--- src/verilog/isa_pkg.sv ---
`default_nettype none

package isa_pkg;

  typedef logic [3:0] nibble_t;
  typedef logic [7:0] code_addr_t;
  typedef logic [7:0] data_addr_t;
  typedef logic [11:0] instr_word_t;

  // instruction bits 11:8
  typedef enum logic [3:0] {
    OP_NOP, OP_LDI, OP_ADDI, OP_ADD,
    OP_AND, OP_OR, OP_XOR, OP_SUB,
    OP_LD, OP_LDPX, OP_ST, OP_JP,
    OP_JPZ, OP_JPC, OP_EIDI, OP_RETI
  } opcode_e;

  // instruction bits 5:4
  typedef enum logic [1:0] {REG_A, REG_B, REG_XL, REG_XH} reg_sel_e;

  typedef enum logic [2:0] {
    ALU_PASS, ALU_ADD, ALU_SUB, ALU_AND, ALU_OR, ALU_XOR
  } alu_op_e;

  // imm[3:0] for nibble operands, imm[7:0] for jump targets
  typedef struct packed {
    opcode_e opcode;
    reg_sel_e reg_sel;
    logic [7:0] imm;
    logic is_jump;
    logic is_mem;
  } decoded_t;

endpackage

`default_nettype wire

--- src/verilog/uarch_pkg.sv ---
`default_nettype none

package uarch_pkg;

  // number of execute steps, 1 or 2
  typedef logic [1:0] instr_length_t;

  typedef enum logic [1:0] {PC_SRC_IMM, PC_SRC_VECTOR, PC_SRC_SAVED} pc_src_e;

  typedef struct packed {
    isa_pkg::alu_op_e alu_op;
    logic operand_imm;
    isa_pkg::reg_sel_e dest;
    logic reg_we;
    logic flags_we;
    logic x_inc;
    logic pc_inc;
    logic pc_load;
    pc_src_e pc_src;
    logic save_pc;
    logic int_en_we;
    logic int_en_value;
    logic mem_read;
    logic mem_write;
  } micro_ctrl_t;

endpackage

`default_nettype wire

--- src/verilog/alu.sv ---
`timescale 1ns/1ps
`default_nettype none

module alu (
  input  isa_pkg::alu_op_e op,
  input  isa_pkg::nibble_t temp_a,
  input  isa_pkg::nibble_t temp_b,
  input  logic             carry_in,
  output isa_pkg::nibble_t out,
  output logic             carry_out,
  output logic             zero_out
);
  import isa_pkg::*;

  logic [4:0] sum;
  logic [4:0] diff;

  assign sum = {1'b0, temp_a} + {1'b0, temp_b};
  // bit 4 is the borrow
  assign diff = {1'b0, temp_a} - {1'b0, temp_b};

  always_comb begin
    out = temp_b;
    carry_out = carry_in;
    case (op)
      ALU_ADD: begin
        out = sum[3:0];
        carry_out = sum[4];
      end
      ALU_SUB: begin
        out = diff[3:0];
        carry_out = diff[4];
      end
      ALU_AND: out = temp_a & temp_b;
      ALU_OR: out = temp_a | temp_b;
      ALU_XOR: out = temp_a ^ temp_b;
      default: out = temp_b;
    endcase
  end

  assign zero_out = (out == 4'd0);

endmodule

`default_nettype wire

--- src/verilog/decode.sv ---
`timescale 1ns/1ps
`default_nettype none

module decode (
  input  logic                     clk,
  input  logic                     clk_en,
  input  logic                     rst_n,
  input  logic                     fetch,
  input  isa_pkg::instr_word_t     rom_data,
  output isa_pkg::decoded_t        decoded,
  output uarch_pkg::instr_length_t cycle_length
);
  import isa_pkg::*;

  instr_word_t instr;
  opcode_e opcode;

  // instruction register, all zero decodes as NOP
  always_ff @(posedge clk) begin
    if (!rst_n) begin
      instr <= '0;
    end else if (clk_en && fetch) begin
      instr <= rom_data;
    end
  end

  assign opcode = opcode_e'(instr[11:8]);

  always_comb begin
    decoded.opcode = opcode;
    decoded.reg_sel = reg_sel_e'(instr[5:4]);
    decoded.imm = instr[7:0];
    decoded.is_jump = opcode inside {OP_JP, OP_JPZ, OP_JPC};
    decoded.is_mem = opcode inside {OP_LD, OP_LDPX, OP_ST};
  end

  // LDPX needs a second step for the X increment
  assign cycle_length = (opcode == OP_LDPX) ? 2'd2 : 2'd1;

endmodule

`default_nettype wire

--- src/verilog/microcode.sv ---
`timescale 1ns/1ps
`default_nettype none

module microcode #(
  parameter int int_count = 4
) (
  input  logic                     clk,
  input  logic                     clk_en,
  input  logic                     rst_n,
  input  isa_pkg::decoded_t        decoded,
  input  uarch_pkg::instr_length_t cycle_length,
  input  logic                     flag_zero,
  input  logic                     flag_carry,
  input  logic                     flag_interrupt,
  input  logic [int_count-1:0]     interrupt_req,
  output logic                     fetch,
  output isa_pkg::code_addr_t      int_vector,
  output uarch_pkg::micro_ctrl_t   ctrl
);
  import isa_pkg::*;
  import uarch_pkg::*;

  typedef enum logic [1:0] {ST_FETCH, ST_EXEC, ST_POST, ST_INT_ENTRY} state_e;

  state_e state;
  instr_length_t step;
  logic int_take;
  logic jump_taken;

  // lowest pending line wins, vector 0 is reset
  always_comb begin
    int_vector = '0;
    for (int i = int_count - 1; i >= 0; i--) begin
      if (interrupt_req[i]) begin
        int_vector = code_addr_t'(i + 1);
      end
    end
  end

  assign int_take = flag_interrupt && (|interrupt_req);

  assign jump_taken = (decoded.opcode == OP_JP) ||
                      (decoded.opcode == OP_JPZ && flag_zero) ||
                      (decoded.opcode == OP_JPC && flag_carry);

  always_ff @(posedge clk) begin
    if (!rst_n) begin
      state <= ST_FETCH;
      step <= '0;
    end else if (clk_en) begin
      case (state)
        ST_FETCH: begin
          state <= ST_EXEC;
          step <= 2'd1;
        end
        ST_EXEC, ST_POST: begin
          if (step < cycle_length) begin
            state <= ST_POST;
            step <= step + 1'b1;
          end else begin
            state <= int_take ? ST_INT_ENTRY : ST_FETCH;
            step <= '0;
          end
        end
        default: state <= ST_FETCH;
      endcase
    end
  end

  assign fetch = (state == ST_FETCH);

  always_comb begin
    ctrl = '0;
    ctrl.alu_op = ALU_PASS;
    ctrl.dest = decoded.reg_sel;
    ctrl.pc_src = PC_SRC_IMM;
    case (state)
      ST_FETCH: ctrl.pc_inc = 1'b1;
      ST_POST: ctrl.x_inc = 1'b1;
      ST_INT_ENTRY: begin
        ctrl.save_pc = 1'b1;
        ctrl.int_en_we = 1'b1;
        ctrl.int_en_value = 1'b0;
        ctrl.pc_load = 1'b1;
        ctrl.pc_src = PC_SRC_VECTOR;
      end
      default: begin
        if (decoded.is_jump) begin
          ctrl.pc_load = jump_taken;
        end
        // memory ops always move data between A and [X]
        if (decoded.is_mem) begin
          ctrl.dest = REG_A;
          ctrl.mem_write = (decoded.opcode == OP_ST);
          ctrl.mem_read = !ctrl.mem_write;
          ctrl.reg_we = !ctrl.mem_write;
        end
        case (decoded.opcode)
          OP_LDI: begin
            ctrl.operand_imm = 1'b1;
            ctrl.reg_we = 1'b1;
          end
          OP_ADDI: begin
            ctrl.alu_op = ALU_ADD;
            ctrl.operand_imm = 1'b1;
            ctrl.reg_we = 1'b1;
            ctrl.flags_we = 1'b1;
          end
          OP_ADD, OP_SUB, OP_AND, OP_OR, OP_XOR: begin
            ctrl.dest = REG_A;
            ctrl.reg_we = 1'b1;
            ctrl.flags_we = 1'b1;
            case (decoded.opcode)
              OP_ADD: ctrl.alu_op = ALU_ADD;
              OP_SUB: ctrl.alu_op = ALU_SUB;
              OP_AND: ctrl.alu_op = ALU_AND;
              OP_OR: ctrl.alu_op = ALU_OR;
              default: ctrl.alu_op = ALU_XOR;
            endcase
          end
          OP_EIDI: begin
            ctrl.int_en_we = 1'b1;
            ctrl.int_en_value = decoded.imm[0];
          end
          OP_RETI: begin
            ctrl.pc_load = 1'b1;
            ctrl.pc_src = PC_SRC_SAVED;
            ctrl.int_en_we = 1'b1;
            ctrl.int_en_value = 1'b1;
          end
          default: ;
        endcase
      end
    endcase
  end

endmodule

`default_nettype wire

--- src/verilog/regs.sv ---
`timescale 1ns/1ps
`default_nettype none

module regs (
  input  logic                   clk,
  input  logic                   clk_en,
  input  logic                   rst_n,
  input  uarch_pkg::micro_ctrl_t ctrl,
  input  isa_pkg::decoded_t      decoded,
  input  isa_pkg::code_addr_t    int_vector,
  input  isa_pkg::nibble_t       alu,
  input  logic                   alu_zero,
  input  logic                   alu_carry,
  input  isa_pkg::nibble_t       memory_read_data,
  output logic                   memory_read_en,
  output logic                   memory_write_en,
  output isa_pkg::data_addr_t    memory_addr,
  output isa_pkg::nibble_t       memory_write_data,
  output isa_pkg::code_addr_t    pc,
  output isa_pkg::nibble_t       temp_a,
  output isa_pkg::nibble_t       temp_b,
  output logic                   zero,
  output logic                   carry,
  output logic                   interrupt
);
  import isa_pkg::*;
  import uarch_pkg::*;

  nibble_t a;
  nibble_t b;
  data_addr_t x;
  code_addr_t saved_pc;
  code_addr_t pc_next;
  nibble_t bus;
  nibble_t [3:0] reg_view;

  // indexed by reg_sel_e
  assign reg_view = {x[7:4], x[3:0], b, a};

  assign temp_a = reg_view[ctrl.dest];
  assign temp_b = ctrl.operand_imm ? decoded.imm[3:0] : reg_view[decoded.reg_sel];

  // write-back comes from memory on loads, otherwise from the ALU
  assign bus = ctrl.mem_read ? memory_read_data : alu;

  always_comb begin
    pc_next = pc;
    if (ctrl.pc_load) begin
      case (ctrl.pc_src)
        PC_SRC_VECTOR: pc_next = int_vector;
        PC_SRC_SAVED: pc_next = saved_pc;
        default: pc_next = decoded.imm;
      endcase
    end else if (ctrl.pc_inc) begin
      pc_next = pc + 1'b1;
    end
  end

  always_ff @(posedge clk) begin
    if (!rst_n) begin
      a <= '0;
      b <= '0;
      x <= '0;
      pc <= '0;
      zero <= 1'b0;
      carry <= 1'b0;
      interrupt <= 1'b0;
    end else if (clk_en) begin
      pc <= pc_next;
      if (ctrl.x_inc) begin
        x <= x + 1'b1;
      end
      if (ctrl.reg_we) begin
        case (ctrl.dest)
          REG_A: a <= bus;
          REG_B: b <= bus;
          REG_XL: x[3:0] <= bus;
          default: x[7:4] <= bus;
        endcase
      end
      if (ctrl.flags_we) begin
        zero <= alu_zero;
        carry <= alu_carry;
      end
      if (ctrl.int_en_we) begin
        interrupt <= ctrl.int_en_value;
      end
    end
  end

  // single level, no nesting
  always_ff @(posedge clk) begin
    if (clk_en && ctrl.save_pc) begin
      saved_pc <= pc;
    end
  end

  assign memory_addr = x;
  assign memory_read_en = ctrl.mem_read;
  assign memory_write_en = ctrl.mem_write;
  assign memory_write_data = a;

endmodule

`default_nettype wire

--- src/verilog/cpu.sv ---
`timescale 1ns/1ps
`default_nettype none

module cpu #(
  parameter int int_count = 4
) (
  input  logic                 clk,
  input  logic                 clk_en,
  input  logic                 rst_n,
  output isa_pkg::code_addr_t  rom_addr,
  input  isa_pkg::instr_word_t rom_data,
  output logic                 memory_read_en,
  output logic                 memory_write_en,
  output isa_pkg::data_addr_t  memory_addr,
  output isa_pkg::nibble_t     memory_write_data,
  input  isa_pkg::nibble_t     memory_read_data,
  input  logic [int_count-1:0] interrupt_req
);
  import isa_pkg::*;
  import uarch_pkg::*;

  logic fetch;
  decoded_t decoded;
  instr_length_t cycle_length;
  micro_ctrl_t ctrl;
  code_addr_t int_vector;

  logic flag_zero;
  logic flag_carry;
  logic flag_interrupt;

  nibble_t temp_a;
  nibble_t temp_b;
  nibble_t alu_out;
  logic alu_carry_out;
  logic alu_zero_out;

  decode decoder (
    .clk(clk),
    .clk_en(clk_en),
    .rst_n(rst_n),
    .fetch(fetch),
    .rom_data(rom_data),
    .decoded(decoded),
    .cycle_length(cycle_length)
  );

  microcode #(
    .int_count(int_count)
  ) microcode (
    .clk(clk),
    .clk_en(clk_en),
    .rst_n(rst_n),
    .decoded(decoded),
    .cycle_length(cycle_length),
    .flag_zero(flag_zero),
    .flag_carry(flag_carry),
    .flag_interrupt(flag_interrupt),
    .interrupt_req(interrupt_req),
    .fetch(fetch),
    .int_vector(int_vector),
    .ctrl(ctrl)
  );

  alu alu (
    .op(ctrl.alu_op),
    .temp_a(temp_a),
    .temp_b(temp_b),
    .carry_in(flag_carry),
    .out(alu_out),
    .carry_out(alu_carry_out),
    .zero_out(alu_zero_out)
  );

  regs regs (
    .clk(clk),
    .clk_en(clk_en),
    .rst_n(rst_n),
    .ctrl(ctrl),
    .decoded(decoded),
    .int_vector(int_vector),
    .alu(alu_out),
    .alu_zero(alu_zero_out),
    .alu_carry(alu_carry_out),
    .memory_read_data(memory_read_data),
    .memory_read_en(memory_read_en),
    .memory_write_en(memory_write_en),
    .memory_addr(memory_addr),
    .memory_write_data(memory_write_data),
    .pc(rom_addr),
    .temp_a(temp_a),
    .temp_b(temp_b),
    .zero(flag_zero),
    .carry(flag_carry),
    .interrupt(flag_interrupt)
  );

endmodule

`default_nettype wire

--- config.mk ---
export PLATFORM = sky130hd
export DESIGN_NAME = cpu
export DESIGN_NICKNAME = d
export VERILOG_FILES = /design/src/verilog/isa_pkg.sv /design/src/verilog/uarch_pkg.sv /design/src/verilog/alu.sv /design/src/verilog/decode.sv /design/src/verilog/microcode.sv /design/src/verilog/regs.sv /design/src/verilog/cpu.sv
export SDC_FILE = /design/constraint.sdc
export NUM_CORES = 1
export LEC_CHECK = 0
export BUFFER_PORTS_ARGS = -buffer_cell sky130_fd_sc_hd__buf_2
export CORE_AREA = 5 5 122 112
export CTS_CLUSTER_SIZE = 28
export DETAILED_ROUTE_END_ITERATION = 10
export DIE_AREA = 0 0 127 117
export GPL_ROUTABILITY_DRIVEN = 1
export GPL_TIMING_DRIVEN = 0
export SYNTH_ARGS = -nofsm -noshare
export SYNTH_HDL_FRONTEND = slang
export SYNTH_SLANG_ARGS = --single-unit
--- constraint.sdc ---
create_clock -name clk -period 3.4 [get_ports clk]
set_input_delay 0 -clock clk [delete_from_list [all_inputs] [get_ports clk]]
set_output_delay 0 -clock clk [all_outputs]
set_load 0.1 [all_outputs]
Word-level counts from Yosys, hierarchy flattened
Index checks and enable logic that the tools add are counted.

Register bits: 51. Input bits: 23. Output and inout bits: 22. Word-level logic and storage cells: 124.

$add $sub $neg: 5. Magnitude comparators: 3. Equal/unequal tests: 27. Multiplexer cells: 43. Bitwise operators: 3. Reductions and logical operators: 32.

Operators with widths (count): 2-to-1 mux 8 bit (5); equality test 4 bit, second input constant (8); 2-to-1 mux 4 bit (6); one-hot mux 4 bit (5 select lines) (1); 2-to-1 mux 3 bit (6); adder 8 x 1 -> 8 bit, second input constant (2); binary-select mux 4 bit (select 2 bit) (2); equality test 4 x 3 -> 1 bit, second input constant (4); one-hot mux 2 bit (2 select lines) (4); one-hot mux 8 bit (2 select lines) (1); 2-to-1 mux 2 bit (7); one-hot mux 3 bit (2 select lines) (2); one-hot mux 3 bit (4 select lines) (1); AND reduction 3 bit (3); equality test 2 bit, second input constant (4); equality test 4 x 2 -> 1 bit, second input constant (2); AND reduction 2 bit (4); 2-to-1 mux 1 bit (7); OR reduction 7 bit (1); equality test 2 x 1 -> 1 bit, second input constant (3); equality test 3 x 2 -> 1 bit, second input constant (2); equality test 3 bit, second input constant (2); less-than comparator 2 x 3 -> 1 bit, second input constant (2); nonzero test 2 bit (3); other kinds (21) (31).

Depth between registers and ports, before layout
Word-level depth: 12. Depth in mapped cells: 15. Depth with buffers taken out: 15.

Cells and area by module
A second synthesis with hierarchy kept.

Cell total of the unflattened synthesis: 466. Area, all modules: 3838.7 µm².

Modules (own cells, without submodules): regs (times used 1, cells each 234, area an instance 2110.8 µm², sequential area each 780.7 µm²); alu (times used 1, cells each 85, area an instance 621.8 µm², sequential area each 0.0 µm²); microcode (times used 1, cells each 84, area an instance 585.6 µm², sequential area each 80.1 µm²); decode (times used 1, cells each 63, area an instance 520.5 µm², sequential area each 240.2 µm²).

Worst setup path before layout
OpenSTA, ideal clock, no wires.

Kind: flip-flop to output port. Start: register decoder.instr[8]. End: output memory_write_en. Arrival time: 3605 ps. Required time: 3400 ps. Slack: -205 ps. Cell stages (with the launch flop): 4. Path buffers: 2. Cell sequence: dfxtp_1 > buf_2 > buf_2 > nor4_1.

Cells in the longest elaborated chain, start to end: 4. Elaborated cells on any way between the ends: 6. Classes of those cells: eq/ne: 3; mux: 2; reduce/logical: 1.

RTL lines: start, declared (RTL line decode.sv:15) `instr_word_t instr;`; start signal, assigned (RTL line decode.sv:23) `instr <= rom_data;`; equality test 4 bit, on equally long branches (RTL line decode.sv:34, microcode.sv:94); nonzero test 3 bit (RTL line decode.sv:34) `decoded.is_mem = opcode inside {OP_LD, OP_LDPX, OP_ST};`; 2-to-1 mux 2 bit * (RTL line microcode.sv:92) `if (decoded.is_mem) begin`; 2-to-1 mux 2 bit * (RTL line microcode.sv:77) `case (state)`; end, declared (RTL line cpu.sv:13) `output logic memory_write_en,`.

Mark *: on every way between the ends. The rest lies on a longest branch, timed or not.

Final worst setup path
Start: register microcode.state[1]. End: register regs.x[3], in the netlist regs.memory_addr[3].

Cells in the longest elaborated chain, start to end: 10. Elaborated cells on any way between the ends: 26. Classes of those cells: add/sub: 2; eq/ne: 8; mux: 11; bitwise: 3; reduce/logical: 2.

RTL lines: start, declared (RTL line microcode.sv:25) `state_e state;`; start signal, assigned (RTL line microcode.sv:61) `state <= int_take ? ST_INT_ENTRY : ST_FETCH;`; equality test 2 bit or logical NOT 2 bit (tied branches) (RTL line microcode.sv:77); OR reduction 3 bit (no line); 2-to-1 mux 8 bit (RTL line microcode.sv:77); binary-select mux 4 bit (select 2 bit) (RTL line regs.sv:40) `assign temp_a = reg_view[ctrl.dest];`; 2-to-1 mux 4 bit (not written as such) (RTL line regs.sv:40); subtractor 4 x 4 -> 5 bit (tied with other cells) (RTL line alu.sv:20) `assign diff = {1'b0, temp_a} - {1'b0, temp_b};`; one-hot mux 4 bit (5 select lines) (RTL line alu.sv:25) `case (op)`; 2-to-1 mux 4 bit (RTL line regs.sv:44) `assign bus = ctrl.mem_read ? memory_read_data : alu;`; 2-to-1 mux 4 bit (RTL line regs.sv:74) `case (ctrl.dest)`; 2-to-1 mux 8 bit * (RTL line regs.sv:73) `if (ctrl.reg_we) begin`; end signal, assigned (RTL line regs.sv:71) `x <= x + 1'b1;`; end signal, assigned (RTL line regs.sv:77) `REG_XL: x[3:0] <= bus;`; end, declared (RTL line regs.sv:31) `data_addr_t x;`.

Mark *: on every way between the ends. The rest lies on a longest branch, timed or not. The select of a mux whose other input is x is not followed. A chain may end at the register's enable or synchronous reset.

==> impl_metrics.env <==
export IMPL_p_comb_share_pct=24.9
export IMPL_clk_pin_slew_ps=70
export IMPL_slew_violations=0
export IMPL_endpoint_kind="flop"
export IMPL_die_area_sq_mm=0.0149
export IMPL_synth_nets=494
export IMPL_hold_slack_ps=3.74
export IMPL_initial_core_util_pct=29.0
export IMPL_clockRootBuffer="clkbuf_16"
export IMPL_netSwitchingPower_mw=0.541
export IMPL_io_buffers=44
export IMPL_reg2reg_to="regs.memory_addr[3]"
export IMPL_cts_made_buffers=5
export IMPL_finalSetupTns_ps=0
export IMPL_clock_fmax_mhz=311
export IMPL_swShare_pct=33.7
export IMPL_setup_slack_ps=188
export IMPL_drive_above_1_share_pct=19.6
export IMPL_r2r_setup_slack_ps=190
export IMPL_area_growth_pct=24.0
export IMPL_max_stage_delay_ps=450
export IMPL_critPathTopFamily="simple AND/OR/NAND/NOR gates"
export IMPL_required_ps=3630
export IMPL_insertion_delay_ps=300
export IMPL_synthesis_area_sq_mm=0.00360
export IMPL_path_cells="inv_2 > ha_4 > nand2b_2 > nor3_4 > buf_6 > mux2_4 > inv_1 > ha_2 > or3_1 > mux2i_1 > o32ai_2 > or4_4 > a21oi_1"
export IMPL_r2r_cells=13
export IMPL_hold_class="input pin to flop"
export IMPL_synthDistinctLibCells=71
export IMPL_fin_worst_skew_ps=13.7
export IMPL_hpwl_mm=8.50
export IMPL_cp_startpoint="microcode.state[1]"
export IMPL_rows=39
export IMPL_grt_pass1_wl_mm=18.4
export IMPL_place_congestion=0.879
export IMPL_nNetsFinal=565
export IMPL_critPathKind="flop to flop"
export IMPL_min_path_cells=3
export IMPL_peakVddDrop_uv=229
export IMPL_cp_endpoint="regs.memory_addr[3]"
export IMPL_synth_seq_cells=51
export IMPL_status="finished clean"
export IMPL_finalSetupViolations=0
export IMPL_slew_headroom_pct=40.9
export IMPL_worstPathBufferInverterCount=3
export IMPL_worstPathArrival_ps=3440
export IMPL_power_density_mw_per_mm2=361
export IMPL_p_int_mw=1.07
export IMPL_yosysWarnings=0
export IMPL_drc=0
export IMPL_via_per_inst=5.36
export IMPL_die_width_microns=127
export IMPL_ys_seq_area_share_pct=30.6
export IMPL_grt_pass1_vias=3510
export IMPL_power_leakage_nw=1.69
export IMPL_cp_slowest_cell="or4_4"
export IMPL_wl_per_cell_microns=16.6
export IMPL_drv_cap=0
export IMPL_core_area_sq_mm=0.0124
export IMPL_ctsHtreeMaxLevel=2
export IMPL_power_total_mw=1.61
export IMPL_pin_count=45
export IMPL_clkSinkCount=51
export IMPL_antenna_left=0
export IMPL_post_place_ws_ps=-353
export IMPL_netlist_instances=448
export IMPL_dr_pass1_iters=5
export IMPL_die_y_microns=117
export IMPL_ys_async_sr_fraction_pct=0
export IMPL_synth_edf_count=8
export IMPL_clockBufferDepth=2
export IMPL_antenna_found_initial=0
export IMPL_antennaDiodeCount=0
export IMPL_vias=3666
export IMPL_cts_tree="done"
export IMPL_clkPwrFrac_pct=34.1
export IMPL_grt_max_degree=20
export IMPL_final_util_pct=36.0
export IMPL_finalCritPeriodShare_pct=94.5
export IMPL_sequentialPowerShare_pct=41.0
export IMPL_grt_usage_pct=15.3
export IMPL_worstReg2RegStart="microcode.state[1]"
export IMPL_synth_ff_type="dfxtp_1"
export IMPL_overflow=0
export IMPL_worst_pin_slew_ps=882
export IMPL_period_needed_ps=3210
export IMPL_crit_cells=13
export IMPL_drtIter0Drc=248
export IMPL_crit_path_start_kind="flop"
export IMPL_syn_avg_cell_area_sq_um=8.03
export IMPL_cp_max_fo=7
export IMPL_hold_violations=0
export IMPL_drt_wl_total_mm=11.4
-- cells in the final DEF (no fill, tap or decap), drive strengths merged, types with 3 or more instances in the layout --
| cell type | synthesis | layout |
|---|---|---|
| nor4 | 3 | 3 |
| xnor2 | 3 | 3 |
| nand2b | 6 | 6 |
| ha | 23 | 23 |
| nor2b | 7 | 7 |
| o21ai | 29 | 29 |
| nand2 | 57 | 57 |
| nand4 | 6 | 6 |
| a31oi | 6 | 6 |
| inv | 21 | 23 |
| clkbuf | 17 | 22 |
| nand3 | 22 | 22 |
| mux2i | 13 | 13 |
| nor3 | 11 | 11 |
| and2 | 3 | 3 |
| o31ai | 3 | 3 |
| a21oi | 55 | 55 |
| dfxtp | 43 | 43 |
| buf | 10 | 60 |
| a221oi | 3 | 3 |
| nor2 | 29 | 29 |
| edfxtp | 8 | 8 |
| nor3b | 4 | 4 |
| or3 | 4 | 4 |
| dlygate4sd3 | 0 | 14 |
| o22a | 4 | 4 |
| a22o | 4 | 4 |
| or4 | 3 | 3 |
| mux4 | 4 | 4 |
| o21a | 5 | 5 |
-- layout make-up --
class,instances,area (sq um)
fillers,1290,7940
multi-input cells,349,2370
flip-flops and latches,51,1100
repair buffers,64,409
well taps,164,205
plain buffers,27,135
clock buffers,5,125
inverters,21,78.8
clock inverters,3,33.8
-- routing by layer --
metal | track usage (%) | up-vias | part of all wire (%)
met5 | 0 | - | 0
met3 | 1.95 | 9 | 5.8
met2 | 26.0 | 121 | 47
met1 | 21.3 | 1750 | 47
li1 | - | 1786 | -
met4 | 2.79 | 0 | 0.70
-- cells by family after synthesis --
family	count (synthesis)	synth area share (%)
adder cells (fa/ha/maj)	23	8.00
AND/OR/NAND/NOR	164	22.7
multiplexers	19	6.85
XOR/XNOR	4	0.974
flip-flops	51	30.6
buffers and inverters	48	5.50
AO/OA/AOI/OAI	139	25.3
-- per-stage QoR --
stage	cells	instance area, sq um
after floorplan	448	3600
after global placement	656	4030
after detailed placement	656	4030
after CTS	681	4390
after global routing	684	4460
final	684	4460
-- synth_stat cells, drive strengths merged (7+ instances only) --
cell type,number,share of area [%]
a21oi,55,7.7
buf,10,1.5
clkbuf,17,1.8
dfxtp,43,24
edfxtp,8,6.7
ha,23,8.0
inv,21,2.2
mux2i,13,3.6
nand2,57,5.9
nand3,22,3.1
nor2,29,3.1
nor2b,7,1.2
nor3,11,2.0
o21ai,29,4.0
-- timing repair --
item	4_1_cts	5_1_grt
endpoints found under the hold margin	14	0
resized for setup	9	19
buffers inserted	3	3
setup endpoints to repair	13	12
hold buffers	14	0
pin swaps	2	6
cloned	0	0
-- power groups by stage --
| stage | Clock (mW) | Combinational (mW) | Sequential, mW |
|---|---|---|---|
| 4_1_cts | 0.557 | 0.387 | 0.658 |
| 6_report | 0.548 | 0.401 | 0.659 |
| 5_1_grt | 0.576 | 0.441 | 0.662 |
| 3_3_place_gp | 0 | 0.358 | 0.670 |
| 2_1_floorplan | 0 | 0.230 | 0.704 |
| 3_5_place_dp | 0 | 0.364 | 0.671 |
-- worst min-delay path: cells and delay by family --
kind	cells	cell delay, ps
buf+inv	1	70
compound gates	1	130
mux	1	60
-- registers in the layout, indices dropped and copies added, names as in the netlist, 2 cells and up --
signal and flops:
microcode.step 2, microcode.state 2, regs.pc 8, regs.b 4, regs.saved_pc 8, decoder.instr 12, regs.memory_addr 8, regs.memory_write_data 4
-- worst min path at each step --
stage	end	start	slack, ps
after floorplan	decoder.instr[6]	rom_data[6]	140
after global placement	decoder.instr[3]	rom_data[3]	250
after detailed placement	decoder.instr[4]	rom_data[4]	250
after CTS	regs.memory_write_data[1]	memory_read_data[1]	3
after global routing	regs.memory_write_data[2]	memory_read_data[2]	30
final	regs.memory_write_data[2]	memory_read_data[2]	4
(Power assumes the default switching activity.)
